### src/hw/rv_isa_pkg.sv
package rv_isa_pkg;

    // ################################################
    // Major opcodes
    // ################################################
    typedef enum logic [6:0] {
        LOAD   = 7'h03,
        OP_IMM = 7'h13,
        AUIPC  = 7'h17,
        STORE  = 7'h23,
        OP     = 7'h33,
        LUI    = 7'h37,
        BRANCH = 7'h63,
        JALR   = 7'h67,
        JAL    = 7'h6f,
        SYSTEM = 7'h73
    } opcode_e;

    typedef enum logic [3:0] {
        ADD, SUB, SLT, SLTU, AND, OR, XOR, SLL, SRL, SRA,
        PASS_B  // lui
    } alu_op_e;

    // Encoded as the branch funct3
    typedef enum logic [2:0] {
        BEQ  = 3'b000,
        BNE  = 3'b001,
        BLT  = 3'b100,
        BGE  = 3'b101,
        BLTU = 3'b110,
        BGEU = 3'b111
    } br_op_e;

    typedef enum logic [2:0] {
        K_ALU, K_BRANCH, K_JUMP, K_LOAD, K_STORE, K_SYSTEM, K_EBREAK, K_ILLEGAL
    } inst_kind_e;

    typedef enum logic [1:0] {
        BYTE = 2'b00,
        HALF = 2'b01,
        WORD = 2'b10
    } mem_size_e;

    // ################################################
    // Function codes
    // ################################################
    localparam logic [2:0] F3_ADD_SUB = 3'b000;
    localparam logic [2:0] F3_SLL     = 3'b001;
    localparam logic [2:0] F3_SLT     = 3'b010;
    localparam logic [2:0] F3_SLTU    = 3'b011;
    localparam logic [2:0] F3_XOR     = 3'b100;
    localparam logic [2:0] F3_SRL_SRA = 3'b101;
    localparam logic [2:0] F3_OR      = 3'b110;
    localparam logic [2:0] F3_AND     = 3'b111;

    // Load and store widths
    localparam logic [2:0] F3_B  = 3'b000;
    localparam logic [2:0] F3_H  = 3'b001;
    localparam logic [2:0] F3_W  = 3'b010;
    localparam logic [2:0] F3_BU = 3'b100;
    localparam logic [2:0] F3_HU = 3'b101;

    localparam logic [2:0] F3_PRIV     = 3'b000;
    localparam logic [2:0] F3_CSR_RSVD = 3'b100;

    localparam logic [6:0] F7_BASE = 7'h00;
    localparam logic [6:0] F7_ALT  = 7'h20;  // sub, sra, srai

    localparam logic [11:0] F12_ECALL  = 12'h000;
    localparam logic [11:0] F12_EBREAK = 12'h001;
    localparam logic [11:0] F12_MRET   = 12'h302;

endpackage

### src/hw/rv_bus_pkg.sv
package rv_bus_pkg;

    import rv_isa_pkg::*;

    typedef struct packed {
        logic [31:0] pc;
        logic [31:0] inst;
    } fetch_t;

    // Decode to execute
    typedef struct packed {
        logic [31:0] pc;
        inst_kind_e  kind;
        alu_op_e     alu_op;
        br_op_e      br_op;
        mem_size_e   mem_size;
        logic        load_unsigned;
        logic [4:0]  rs1;
        logic [4:0]  rs2;
        logic [4:0]  rd;
        logic [31:0] imm;
        logic        src1_is_pc;
        logic        src2_is_imm;
        logic        rd_we;
    } dec_bundle_t;

    // One record per retired instruction
    typedef struct packed {
        logic [31:0] pc;
        inst_kind_e  kind;
        logic [4:0]  rd;
        logic        rd_we;
        logic [31:0] result;
        logic [31:0] next_pc;
        logic [31:0] mem_addr;
        mem_size_e   mem_size;
        logic [31:0] store_data;
    } retire_t;

endpackage

### src/hw/rv_core_slice.sv
`timescale 1ns/1ns

module rv_core_slice #(
    parameter int gpr_count = 32
) (
    input  logic                clk,
    input  logic                rst,
    input  rv_bus_pkg::fetch_t  fetch,
    input  logic                fetch_valid,
    output logic                fetch_ready,
    output rv_bus_pkg::retire_t retire,
    output logic                retire_valid
);

    import rv_bus_pkg::*;

    dec_bundle_t dec;
    logic        dec_valid;
    logic        exu_ready;
    logic [4:0]  rs1_addr, rs2_addr, wr_addr;
    logic [31:0] rs1_data, rs2_data, wr_data;
    logic        wr_en;

    rv_idu #(.gpr_count(gpr_count)) u_idu (
        .clk         (clk),
        .rst         (rst),
        .fetch       (fetch),
        .fetch_valid (fetch_valid),
        .exu_ready   (exu_ready),
        .fetch_ready (fetch_ready),
        .dec         (dec),
        .dec_valid   (dec_valid)
    );

    rv_exu u_exu (
        .clk          (clk),
        .rst          (rst),
        .dec          (dec),
        .dec_valid    (dec_valid),
        .rs1_data     (rs1_data),
        .rs2_data     (rs2_data),
        .exu_ready    (exu_ready),
        .rs1_addr     (rs1_addr),
        .rs2_addr     (rs2_addr),
        .wr_en        (wr_en),
        .wr_addr      (wr_addr),
        .wr_data      (wr_data),
        .retire       (retire),
        .retire_valid (retire_valid)
    );

    rv_gpr #(.gpr_count(gpr_count)) u_gpr (
        .clk      (clk),
        .rst      (rst),
        .rs1_addr (rs1_addr),
        .rs2_addr (rs2_addr),
        .wr_en    (wr_en),
        .wr_addr  (wr_addr),
        .wr_data  (wr_data),
        .rs1_data (rs1_data),
        .rs2_data (rs2_data)
    );

endmodule

### src/hw/rv_exu.sv
`timescale 1ns/1ns

module rv_exu (
    input  logic                    clk,
    input  logic                    rst,
    input  rv_bus_pkg::dec_bundle_t dec,
    input  logic                    dec_valid,
    input  logic [31:0]             rs1_data,
    input  logic [31:0]             rs2_data,
    output logic                    exu_ready,
    output logic [4:0]              rs1_addr,
    output logic [4:0]              rs2_addr,
    output logic                    wr_en,
    output logic [4:0]              wr_addr,
    output logic [31:0]             wr_data,
    output rv_bus_pkg::retire_t     retire,
    output logic                    retire_valid
);

    import rv_isa_pkg::*;
    import rv_bus_pkg::*;

    typedef enum logic {IDLE, SHIFT} exu_state_e;

    exu_state_e  state;
    logic [31:0] op_a, op_b, alu_res, addr_sum, pc4;
    logic        taken, is_shift;
    logic [4:0]  sh_cnt;
    alu_op_e     sh_op;
    retire_t     ret_now;
    retire_t     hold;  // Shift in progress, result field is the shifter

    assign rs1_addr  = dec.rs1;
    assign rs2_addr  = dec.rs2;
    assign exu_ready = (state == IDLE);

    assign op_a     = dec.src1_is_pc ? dec.pc : rs1_data;
    assign op_b     = dec.src2_is_imm ? dec.imm : rs2_data;
    assign addr_sum = op_a + dec.imm;
    assign pc4      = dec.pc + 32'd4;
    assign is_shift = (dec.kind == K_ALU) && (dec.alu_op inside {SLL, SRL, SRA});

    // ################################################
    // ALU and branch compare
    // ################################################
    always_comb begin
        case (dec.alu_op)
            ADD:     alu_res = op_a + op_b;
            SUB:     alu_res = op_a - op_b;
            SLT:     alu_res = {31'b0, $signed(op_a) < $signed(op_b)};
            SLTU:    alu_res = {31'b0, op_a < op_b};
            AND:     alu_res = op_a & op_b;
            OR:      alu_res = op_a | op_b;
            XOR:     alu_res = op_a ^ op_b;
            default: alu_res = op_b;  // PASS_B, shifts go serial
        endcase
    end

    always_comb begin
        case (dec.br_op)
            BEQ:     taken = (rs1_data == rs2_data);
            BNE:     taken = (rs1_data != rs2_data);
            BLT:     taken = $signed(rs1_data) < $signed(rs2_data);
            BGE:     taken = $signed(rs1_data) >= $signed(rs2_data);
            BLTU:    taken = rs1_data < rs2_data;
            BGEU:    taken = rs1_data >= rs2_data;
            default: taken = 1'b0;
        endcase
    end

    always_comb begin
        ret_now          = '0;
        ret_now.pc       = dec.pc;
        ret_now.kind     = dec.kind;
        ret_now.rd       = dec.rd;
        ret_now.rd_we    = dec.rd_we;
        ret_now.next_pc  = pc4;
        ret_now.mem_size = dec.mem_size;
        case (dec.kind)
            K_ALU:    ret_now.result = alu_res;
            K_BRANCH: if (taken) ret_now.next_pc = dec.pc + dec.imm;
            K_JUMP: begin
                ret_now.result  = pc4;                     // Link
                ret_now.next_pc = {addr_sum[31:1], 1'b0};
            end
            K_LOAD:   ret_now.mem_addr = addr_sum;
            K_STORE: begin
                ret_now.mem_addr   = addr_sum;
                ret_now.store_data = rs2_data;
            end
            default: ;  // System, ebreak, illegal fall through to pc+4
        endcase
    end

    // ################################################
    // Control
    // ################################################
    always_ff @(posedge clk or posedge rst) begin
        if (rst) begin
            state        <= IDLE;
            retire_valid <= 1'b0;
            sh_cnt       <= '0;
        end else begin
            retire_valid <= 1'b0;
            case (state)
                IDLE: if (dec_valid) begin
                    if (is_shift) begin
                        state  <= SHIFT;
                        sh_cnt <= op_b[4:0];
                    end else begin
                        retire_valid <= 1'b1;
                    end
                end
                SHIFT: if (sh_cnt == 5'd0) begin
                    state        <= IDLE;
                    retire_valid <= 1'b1;
                end else begin
                    sh_cnt <= sh_cnt - 5'd1;
                end
                default: state <= IDLE;
            endcase
        end
    end

    always_ff @(posedge clk) begin
        if (state == IDLE && dec_valid) begin
            retire      <= ret_now;
            hold        <= ret_now;
            hold.result <= op_a;
            sh_op       <= dec.alu_op;
        end else if (state == SHIFT) begin
            if (sh_cnt == 5'd0)
                retire <= hold;
            else begin
                case (sh_op)
                    SLL:     hold.result <= hold.result << 1;
                    SRL:     hold.result <= hold.result >> 1;
                    default: hold.result <= {hold.result[31], hold.result[31:1]};
                endcase
            end
        end
    end

    assign wr_en   = retire_valid & retire.rd_we;
    assign wr_addr = retire.rd;
    assign wr_data = retire.result;

endmodule

### src/hw/rv_gpr.sv
`timescale 1ns/1ns

module rv_gpr #(
    parameter int gpr_count = 32
) (
    input  logic        clk,
    input  logic        rst,
    input  logic [4:0]  rs1_addr,
    input  logic [4:0]  rs2_addr,
    input  logic        wr_en,
    input  logic [4:0]  wr_addr,
    input  logic [31:0] wr_data,
    output logic [31:0] rs1_data,
    output logic [31:0] rs2_data
);

    logic [31:0] regs [gpr_count];

    always_ff @(posedge clk or posedge rst) begin
        if (rst) begin
            for (int i = 0; i < gpr_count; i++) regs[i] <= '0;
        end else if (wr_en && wr_addr != 5'd0 && wr_addr < gpr_count) begin
            regs[wr_addr] <= wr_data;
        end
    end

    // No bypass, a same-cycle read sees the old value
    assign rs1_data = (rs1_addr != 5'd0 && rs1_addr < gpr_count) ? regs[rs1_addr] : '0;
    assign rs2_data = (rs2_addr != 5'd0 && rs2_addr < gpr_count) ? regs[rs2_addr] : '0;

endmodule

### src/hw/rv_idu.sv
`timescale 1ns/1ns

module rv_idu #(
    parameter int gpr_count = 32
) (
    input  logic                    clk,
    input  logic                    rst,
    input  rv_bus_pkg::fetch_t      fetch,
    input  logic                    fetch_valid,
    input  logic                    exu_ready,
    output logic                    fetch_ready,
    output rv_bus_pkg::dec_bundle_t dec,
    output logic                    dec_valid
);

    import rv_isa_pkg::*;
    import rv_bus_pkg::*;

    typedef enum logic {IDLE, BUSY} idu_state_e;

    idu_state_e  state;
    logic [31:0] pc_r;
    logic [31:0] inst_r;
    dec_bundle_t nxt;

    opcode_e     opcode;
    logic [2:0]  funct3;
    logic [6:0]  funct7;
    logic [11:0] funct12;
    logic [4:0]  rs1, rs2, rd;
    logic [31:0] imm_i, imm_s, imm_b, imm_u, imm_j;
    logic        use_rs1, use_rs2, use_rd;

    function automatic alu_op_e alu_from_f3(input logic [2:0] f3, input logic alt);
        case (f3)
            F3_ADD_SUB: return alt ? SUB : ADD;
            F3_SLL:     return SLL;
            F3_SLT:     return SLT;
            F3_SLTU:    return SLTU;
            F3_XOR:     return XOR;
            F3_SRL_SRA: return alt ? SRA : SRL;
            F3_OR:      return OR;
            default:    return AND;
        endcase
    endfunction

    assign fetch_ready = (state == IDLE);

    // ################################################
    // Field extraction
    // ################################################
    assign opcode  = opcode_e'(inst_r[6:0]);
    assign funct3  = inst_r[14:12];
    assign funct7  = inst_r[31:25];
    assign funct12 = inst_r[31:20];
    assign rs1     = inst_r[19:15];
    assign rs2     = inst_r[24:20];
    assign rd      = inst_r[11:7];

    assign imm_i = {{20{inst_r[31]}}, inst_r[31:20]};
    assign imm_s = {{20{inst_r[31]}}, inst_r[31:25], inst_r[11:7]};
    assign imm_b = {{20{inst_r[31]}}, inst_r[7], inst_r[30:25], inst_r[11:8], 1'b0};
    assign imm_u = {inst_r[31:12], 12'b0};
    assign imm_j = {{12{inst_r[31]}}, inst_r[19:12], inst_r[20], inst_r[30:21], 1'b0};

    always_comb begin
        nxt               = '0;
        nxt.pc            = pc_r;
        nxt.rs1           = rs1;
        nxt.rs2           = rs2;
        nxt.rd            = rd;
        nxt.kind          = K_ILLEGAL;  // Until a case below proves otherwise
        nxt.alu_op        = ADD;
        nxt.br_op         = br_op_e'(funct3);
        nxt.mem_size      = mem_size_e'(funct3[1:0]);
        nxt.load_unsigned = funct3[2];
        use_rs1           = 1'b0;
        use_rs2           = 1'b0;
        use_rd            = 1'b0;
        case (opcode)
            OP: begin
                if (funct7 == F7_BASE ||
                    (funct7 == F7_ALT && (funct3 == F3_ADD_SUB || funct3 == F3_SRL_SRA)))
                    nxt.kind = K_ALU;
                nxt.alu_op = alu_from_f3(funct3, funct7[5]);
                nxt.rd_we  = 1'b1;
                {use_rs1, use_rs2, use_rd} = 3'b111;
            end
            OP_IMM: begin
                if ((funct3 != F3_SLL && funct3 != F3_SRL_SRA) || funct7 == F7_BASE ||
                    (funct3 == F3_SRL_SRA && funct7 == F7_ALT))
                    nxt.kind = K_ALU;
                nxt.alu_op      = alu_from_f3(funct3, funct3 == F3_SRL_SRA && funct7[5]);
                nxt.imm         = imm_i;
                nxt.src2_is_imm = 1'b1;
                nxt.rd_we       = 1'b1;
                {use_rs1, use_rd} = 2'b11;
            end
            LUI, AUIPC: begin
                nxt.kind        = K_ALU;
                nxt.alu_op      = (opcode == LUI) ? PASS_B : ADD;
                nxt.imm         = imm_u;
                nxt.src1_is_pc  = (opcode == AUIPC);
                nxt.src2_is_imm = 1'b1;
                nxt.rd_we       = 1'b1;
                use_rd          = 1'b1;
            end
            JAL: begin
                nxt.kind       = K_JUMP;
                nxt.imm        = imm_j;
                nxt.src1_is_pc = 1'b1;
                nxt.rd_we      = 1'b1;
                use_rd         = 1'b1;
            end
            JALR: begin
                if (funct3 == 3'b000) nxt.kind = K_JUMP;
                nxt.imm   = imm_i;
                nxt.rd_we = 1'b1;
                {use_rs1, use_rd} = 2'b11;
            end
            BRANCH: begin
                if (br_op_e'(funct3) inside {BEQ, BNE, BLT, BGE, BLTU, BGEU})
                    nxt.kind = K_BRANCH;
                nxt.imm = imm_b;
                {use_rs1, use_rs2} = 2'b11;
            end
            LOAD: begin
                if (funct3 inside {F3_B, F3_H, F3_W, F3_BU, F3_HU}) nxt.kind = K_LOAD;
                nxt.imm         = imm_i;
                nxt.src2_is_imm = 1'b1;
                {use_rs1, use_rd} = 2'b11;  // No data memory, so no write
            end
            STORE: begin
                if (funct3 inside {F3_B, F3_H, F3_W}) nxt.kind = K_STORE;
                nxt.imm         = imm_s;
                nxt.src2_is_imm = 1'b1;
                {use_rs1, use_rs2} = 2'b11;
            end
            SYSTEM: begin
                nxt.imm = imm_i;
                if (funct3 == F3_PRIV) begin
                    if (rs1 == 5'd0 && rd == 5'd0) begin
                        if (funct12 == F12_EBREAK)
                            nxt.kind = K_EBREAK;
                        else if (funct12 == F12_ECALL || funct12 == F12_MRET)
                            nxt.kind = K_SYSTEM;
                    end
                end else if (funct3 != F3_CSR_RSVD) begin
                    nxt.kind = K_SYSTEM;  // CSR access, no CSR file behind it
                    use_rd   = 1'b1;
                    use_rs1  = ~funct3[2];
                end
            end
            default: ;
        endcase
        // RV32E style limit on register indexes
        if ((use_rs1 && rs1 >= gpr_count) || (use_rs2 && rs2 >= gpr_count) ||
            (use_rd && rd >= gpr_count))
            nxt.kind = K_ILLEGAL;
        if (nxt.kind == K_ILLEGAL) nxt.rd_we = 1'b0;
    end

    // ################################################
    // Handshake
    // ################################################
    always_ff @(posedge clk or posedge rst) begin
        if (rst) begin
            state     <= IDLE;
            dec_valid <= 1'b0;
        end else begin
            dec_valid <= 1'b0;
            case (state)
                IDLE: if (fetch_valid && fetch_ready) state <= BUSY;
                BUSY: if (exu_ready) begin
                    state     <= IDLE;
                    dec_valid <= 1'b1;
                end
                default: state <= IDLE;
            endcase
        end
    end

    always_ff @(posedge clk) begin
        if (state == IDLE && fetch_valid) begin
            pc_r   <= fetch.pc;
            inst_r <= fetch.inst;
        end
        if (state == BUSY && exu_ready) dec <= nxt;
    end

endmodule

### config.mk
export PLATFORM = sky130hd
export DESIGN_NAME = rv_core_slice
export DESIGN_NICKNAME = d
export VERILOG_FILES = /design/src/hw/rv_isa_pkg.sv /design/src/hw/rv_bus_pkg.sv /design/src/hw/rv_core_slice.sv /design/src/hw/rv_exu.sv /design/src/hw/rv_gpr.sv /design/src/hw/rv_idu.sv
export SDC_FILE = /design/constraint.sdc
export NUM_CORES = 2
export LEC_CHECK = 0
export BUFFER_PORTS_ARGS = -buffer_cell sky130_fd_sc_hd__buf_2
export CELL_PAD_IN_SITES_DETAIL_PLACEMENT = 1
export CELL_PAD_IN_SITES_GLOBAL_PLACEMENT = 2
export CORE_ASPECT_RATIO = 0.7
export CORE_MARGIN = 2
export CORE_UTILIZATION = 33
export CTS_CLUSTER_DIAMETER = 60
export CTS_CLUSTER_SIZE = 16
export DETAILED_ROUTE_END_ITERATION = 16
export PLACE_DENSITY_LB_ADDON = 0.3
export SYNTH_ARGS = -nofsm -noshare
export SYNTH_HDL_FRONTEND = slang
export SYNTH_HIERARCHICAL = 1
export SYNTH_SLANG_ARGS = --single-unit
### constraint.sdc
create_clock -name clk -period 93.7 [get_ports clk]
set_input_delay 18.74 -clock clk [delete_from_list [all_inputs] [get_ports clk]]
set_output_delay 18.74 -clock clk [all_outputs]
set_load 0.03 [all_outputs]
# Word level (Yosys, flattened, before mapping)
# Cells that the tools add are included.
dict set report classes {
  addsub 6
  mul 0
  div_mod_pow 0
  order_cmp 10
  eq_ne 50
  n_shift 0
  muxes 68
  bitwise_logic 9
  n_reduce_logical 44
}
# operator count
set op_table {}
lappend op_table {{$bwmux W1024} 1}
lappend op_table {{$mux W171} 3}
lappend op_table {{$mux W32} 15}
lappend op_table {{$bmux W32 S5} 2}
lappend op_table {{$pmux W32 S7} 1}
lappend op_table {{$pmux W32 S2} 3}
lappend op_table {{$demux W32 S5} 1}
lappend op_table {{$pmux W32 S5} 1}
lappend op_table {{$lt A32 B32 Y1} 4}
lappend op_table {{$add A32 B32 Y32} 3}
lappend op_table {{$ge A32 B32 Y1} 2}
lappend op_table {{$pmux W4 S7} 2}
lappend op_table {{$add A32 B3 Y32 const B} 1}
lappend op_table {{$and A32 B32 Y32} 1}
lappend op_table {{$eq A32 B32 Y1} 1}
lappend op_table {{$ne A32 B32 Y1} 1}
lappend op_table {{$or A32 B32 Y32} 1}
lappend op_table {{$sub A32 B32 Y32} 1}
lappend op_table {{$xor A32 B32 Y32} 1}
lappend op_table {{$eq A3 B3 Y1 const B} 10}
lappend op_table {{$eq A7 B6 Y1 const B} 4}
lappend op_table {{$eq A7 B7 Y1 const B} 4}
lappend op_table {{$pmux W3 S9} 1}
lappend op_table {{$mux W3} 8}
lappend op_table {{other kinds (45)} 115}
dict set report word_totals {
  register_bits 1537
  latch_bits 0
  mem_bits_rw 0
  rom_bits 0
  output_inout_bits 173
  memories 0
}

# Depth between registers and ports, before layout
dict set report depth {
  word_depth 10
  mapped_depth 26
}

# By module
# The synthesis kept the hierarchy.
# module instances cells_per_inst area_each_um2 seq_area_each_um2
set modules_own_cells {}
lappend modules_own_cells {rv_gpr 1 3690 54447.2 25624.6}
lappend modules_own_cells {rv_exu 1 2613 25421.9 10565.1}
lappend modules_own_cells {rv_idu 1 323 5683.0 4734.5}

# Worst setup path after synthesis
# Ideal clock, no wire load.
dict set report synth_path {
  kind {input to register}
  start {input fetch_valid}
  end {register u_idu.inst_r[0], enable pin}
  arrival_time_ps 21554
  path_slack_ps 71652
  stages 1
  path_buffers 0
  cell_sequence {nor2b_1}
}
dict set report synth_via {
  elab_chain_cells 1
}
# item line
set synth_rtl {}
lappend synth_rtl {{start: declaration} rv_core_slice.sv:9} ;# input logic fetch_valid,
lappend synth_rtl {{$logic_and A1 B1 Y1} rv_idu.sv:184} ;# if (state == IDLE && fetch_valid) begin
lappend synth_rtl {{end signal: assignment} rv_idu.sv:186} ;# inst_r <= fetch.inst;
lappend synth_rtl {{end: declaration} rv_idu.sv:23} ;# logic [31:0] inst_r;
# Every way passes these cells.
# A chain may end at the register's enable or synchronous reset.

==> results.py <==
metrics = {
    "global_routing": {
        "antenna_found_initial": 32,
        "use_met2_pct": 36.7,
        "grt_util_met3_pct": 8.36,
        "globalRouteTotalUtil_pct": 27.0,
        "first_global_vias": 61700,
        "globalRouteOverflowTotal": 0,
        "grt_first_pass_wirelength_um": 504000,
        "grt.busiest_layer": "met1",
        "grt_max_degree": 180,
        "gr-usage-met1_pct": 40.5,
    },
    "floorplanning": {
        "number_of_ports_placed_on_the_die_boundary": 240,
        "floorplan.core_area_um2": 258000,
        "floorplan.die_area_um2": 263000,
        "dieWidth_um": 613,
        "die_height_um": 430,
        "initial_utilization_pct": 33.2,
        "std_cell_rows": 156,
    },
    "finish": {
        "layout.nets": 6879,
        "layout-area-overhead-vs-synth_pct": 10.9,
        "postLayoutCoreUtil_pct": 36.8,
        "final_layout_size_suffix_gt1_share_pct": 34.7,
    },
    "yosys": {
        "summed_instance_area_of_the_synthesized_netlist_um2": 85600,
        "synth_simple_gate_area_share_pct": 5.78,
        "synth-edff-count": 502,
        "synth_largest_type_area_fraction_pct": 30.2,
        "synth_ff_type": "sky130_fd_sc_hd__dfrtp_1",
        "main_combinational_cell_family_by_area_after_synthesis": "multiplexers",
        "netlist.top_cell.by_area": "sky130_fd_sc_hd__dfrtp_1",
        "ys_async_sr_fraction_pct": 67.3,
        "ys_seq_elements": 1535,
        "synth_fp_nets": 6898,
        "yosys-mux-area-fraction_pct": 29.6,
        "syn_area_per_cell_um2": 12.9,
        "synth_compound_gate_area_share_pct": 8.59,
        "ys_seq_area_share_pct": 47.8,
        "post_synth_fa_ha_maj_area_fraction_pct": 3.03,
        "synth_warnings": 6,
        "yosys-top-cells-area": "sky130_fd_sc_hd__dfrtp_1, sky130_fd_sc_hd__edfxtp_1, sky130_fd_sc_hd__mux2_2",
        "synthesis.instances": 6626,
        "synthDistinctLibCells": 95,
        "synthXorXnorAreaFrac_pct": 1.07,
    },
    "power_and_ir_drop": {
        "power_density_nw_per_um2": 39.3,
        "cellLeakagePower_uw": 0.0408,
        "max-vdd-ir-drop_mv": 0.0229,
    },
    "min_path": {
        "holdCritPathClass": "flip-flop to flip-flop",
        "worst_hold_path.num_cells": 0,
    },
    "cts": {
        "worst_skew_pair_later_pin_latency_ns": 0.87,
        "ctsHoldBuffers": 0,
        "ctsLongestPathBuffers": 4,
        "cts_made_buffers": 144,
        "tritoncts_clock_tree": "built",
        "clock_sink_count": 1535,
        "clock-root-buffer": "sky130_fd_sc_hd__clkbuf_16",
        "ctsResizeCount": 0,
        "clock_tree.htree_level_count": 4,
        "post-cts-setup-buffer-count": 0,
        "cts.clk_slew.worst_paths_ns": 0.07,
    },
    "timing": {
        "worst_hold_margin_ns": 0.403,
        "fin_crit_ns": 22.90,
        "worst_clock_skew_on_the_final_layout_ns": 0.0753,
        "setup-violations-final": 0,
        "post-route-worst-setup-slack_ns": 70.80,
        "grt_setup_unrepaired": "false",
        "finalMaxSlewViolations": 0,
        "slew_headroom_pct": 3.17,
        "setup_tns_ns": 0,
        "final-hold-violation-count": 0,
        "max_slew.worst_pin.slew_ns": 1.44,
        "final.period_utilization_pct": 24.4,
        "fmaxAchievable_mhz": 43.7,
    },
    "routing": {
        "detailedRoute.firstIterationViolations": 7081,
        "viasPerCell": 6.10,
        "routed_wl_um": 362000,
        "post-route-drc-count": 0,
        "ant_nets": 0,
        "routed-via-count": 62000,
        "detail_route.first_pass.iterations": 6,
        "wl_per_cell_um": 35.6,
    },
    "setup_path": {
        "critical_path_peak_fanout": 179,
        "critical_path_data_required_time_ns": 94.49,
        "worst_setup_path_end_kind": "async pin",
        "start_kind": "input pin",
        "arrival_ns": 23.69,
        "timing_worst_setup_path_type": "input pin to async pin",
        "rr_worst_depth": 22,
    },
    "placed_design": {
        "dp_hpwl_um": 241000,
        "port_buffers": 239,
        "finalWeightedCongestion": 1.02,
        "pre_cts_ws_ns": 69.84,
    },
    "status": {
        "outcome": "completed",
    },
    "job": {
        "max_cap_violations": 0,
    },
}
## sequential cells by signal, indices dropped and copies added, names as in the netlist
signal / cells
u_exu/hold: 171
u_exu/retire: 134
u_exu/retire_valid: 1
u_exu/sh_cnt: 5
u_exu/sh_op: 4
u_exu/state: 1
u_exu/wr_addr: 5
u_exu/wr_data: 32
u_gpr/regs: 1024
u_idu/dec: 92
u_idu/dec_valid: 1
u_idu/inst_r: 32
u_idu/pc_r: 32
u_idu/state: 1
## critical path, cell delays in order
cell and delay (ns):
sky130_fd_sc_hd__buf_2 0.15, sky130_fd_sc_hd__inv_8 0.45, sky130_fd_sc_hd__buf_4 0.73, sky130_fd_sc_hd__buf_4 0.73
sky130_fd_sc_hd__buf_4 0.86, sky130_fd_sc_hd__buf_4 0.87, sky130_fd_sc_hd__buf_12 0.77
## worst paths after layout
kind	from	end	slack, ns
min in group asynchronous	rst	u_idu/state	17.85
min	u_gpr/regs[1015]	u_gpr/regs[1015]	0.40
min reg2reg	u_gpr/regs[1015]	u_gpr/regs[1015]	0.40
max reg2reg	u_idu/dec[41]	u_exu/retire[81]	84.50
max in group clk	u_exu/wr_data[10]	retire[108]	72.45
max	rst	u_gpr/regs[880]	70.80
## cells in the mapped netlist, drive strengths merged, types with 10 or more instances
library cell,number
clkbuf,369
nand2,382
o22ai,81
o31ai,26
buf,247
a211o,10
o21ai,190
o32ai,16
inv,175
nand3b,13
o21a,15
a22oi,91
o211ai,31
a211oi,41
nand3,59
a311oi,11
a21oi,218
or3,17
xor2,39
o21bai,18
edfxtp,502
and2,66
or2,11
a221oi,27
a21o,68
xnor2,66
a2111oi,59
mux2,1155
ha,201
nor2,180
o221ai,23
and3,17
mux2i,331
nand4,29
nor3,85
dfrtp,1033
nor4,22
nand2b,26
a22o,49
mux4,398
nor2b,79
a31oi,38
## where the power goes
group          switching [uW]  total, uW  internal, uW
Sequential                261       1250           988
Clock                     285        602           317
Combinational            1180       1880           700
## per-stage QoR
step	cell area [um^2]	power (uW)	cells
5_1_grt	94900	3900	10200
3_3_place_gp	90400	3040	9937
6_report	94900	3730	10200
4_1_cts	94900	3700	10200
3_5_place_dp	90400	3080	9937
2_1_floorplan	85600	2360	6626
## layout make-up
class | instances | area [um^2]
timing repair buffer | 452 | 2950
antenna | 7 | 17.5
clock buffer | 185 | 3950
multi-input combinational | 4297 | 41500
fill | 27100 | 163000
clock inverter | 46 | 583
tap | 3476 | 4350
inverter | 177 | 679
sequential | 1535 | 40900
## routing by layer
| metal | vias to the layer above | wire (um) |
|---|---|---|
| met1 | 33700 | 166000 |
| met5 | - | 66 |
| met4 | 12 | 11500 |
| met2 | 2891 | 146000 |
| met3 | 515 | 38300 |
| li1 | 25000 | - |
## cells by family after synthesis
| group | Yosys count |
|---|---|
| simple gates | 1023 |
| flops | 1535 |
| xor+xnor | 105 |
| mux | 1884 |
| fa+ha+maj | 205 |
| buf+inv | 794 |
| compound gates | 1080 |
## cells in the final DEF, fill, tap and decap left out, types with 81 or more instances in the layout
master                      synthesis  layout
sky130_fd_sc_hd__a22oi_1           91      91
sky130_fd_sc_hd__o22ai_1           81      81
sky130_fd_sc_hd__nand2_1          382     363
sky130_fd_sc_hd__a21oi_1          215     214
sky130_fd_sc_hd__mux2i_1          331     331
sky130_fd_sc_hd__inv_1            174     172
sky130_fd_sc_hd__ha_1             201     201
sky130_fd_sc_hd__edfxtp_1         502     502
sky130_fd_sc_hd__mux2_2          1153    1153
sky130_fd_sc_hd__buf_2             86     239
sky130_fd_sc_hd__dfrtp_1         1033    1033
sky130_fd_sc_hd__clkbuf_16          0     149
sky130_fd_sc_hd__buf_4             78     201
sky130_fd_sc_hd__mux4_2           398     398
sky130_fd_sc_hd__o21ai_0          189     187
sky130_fd_sc_hd__nor2_1           179     159
(Power assumes the default switching activity.)
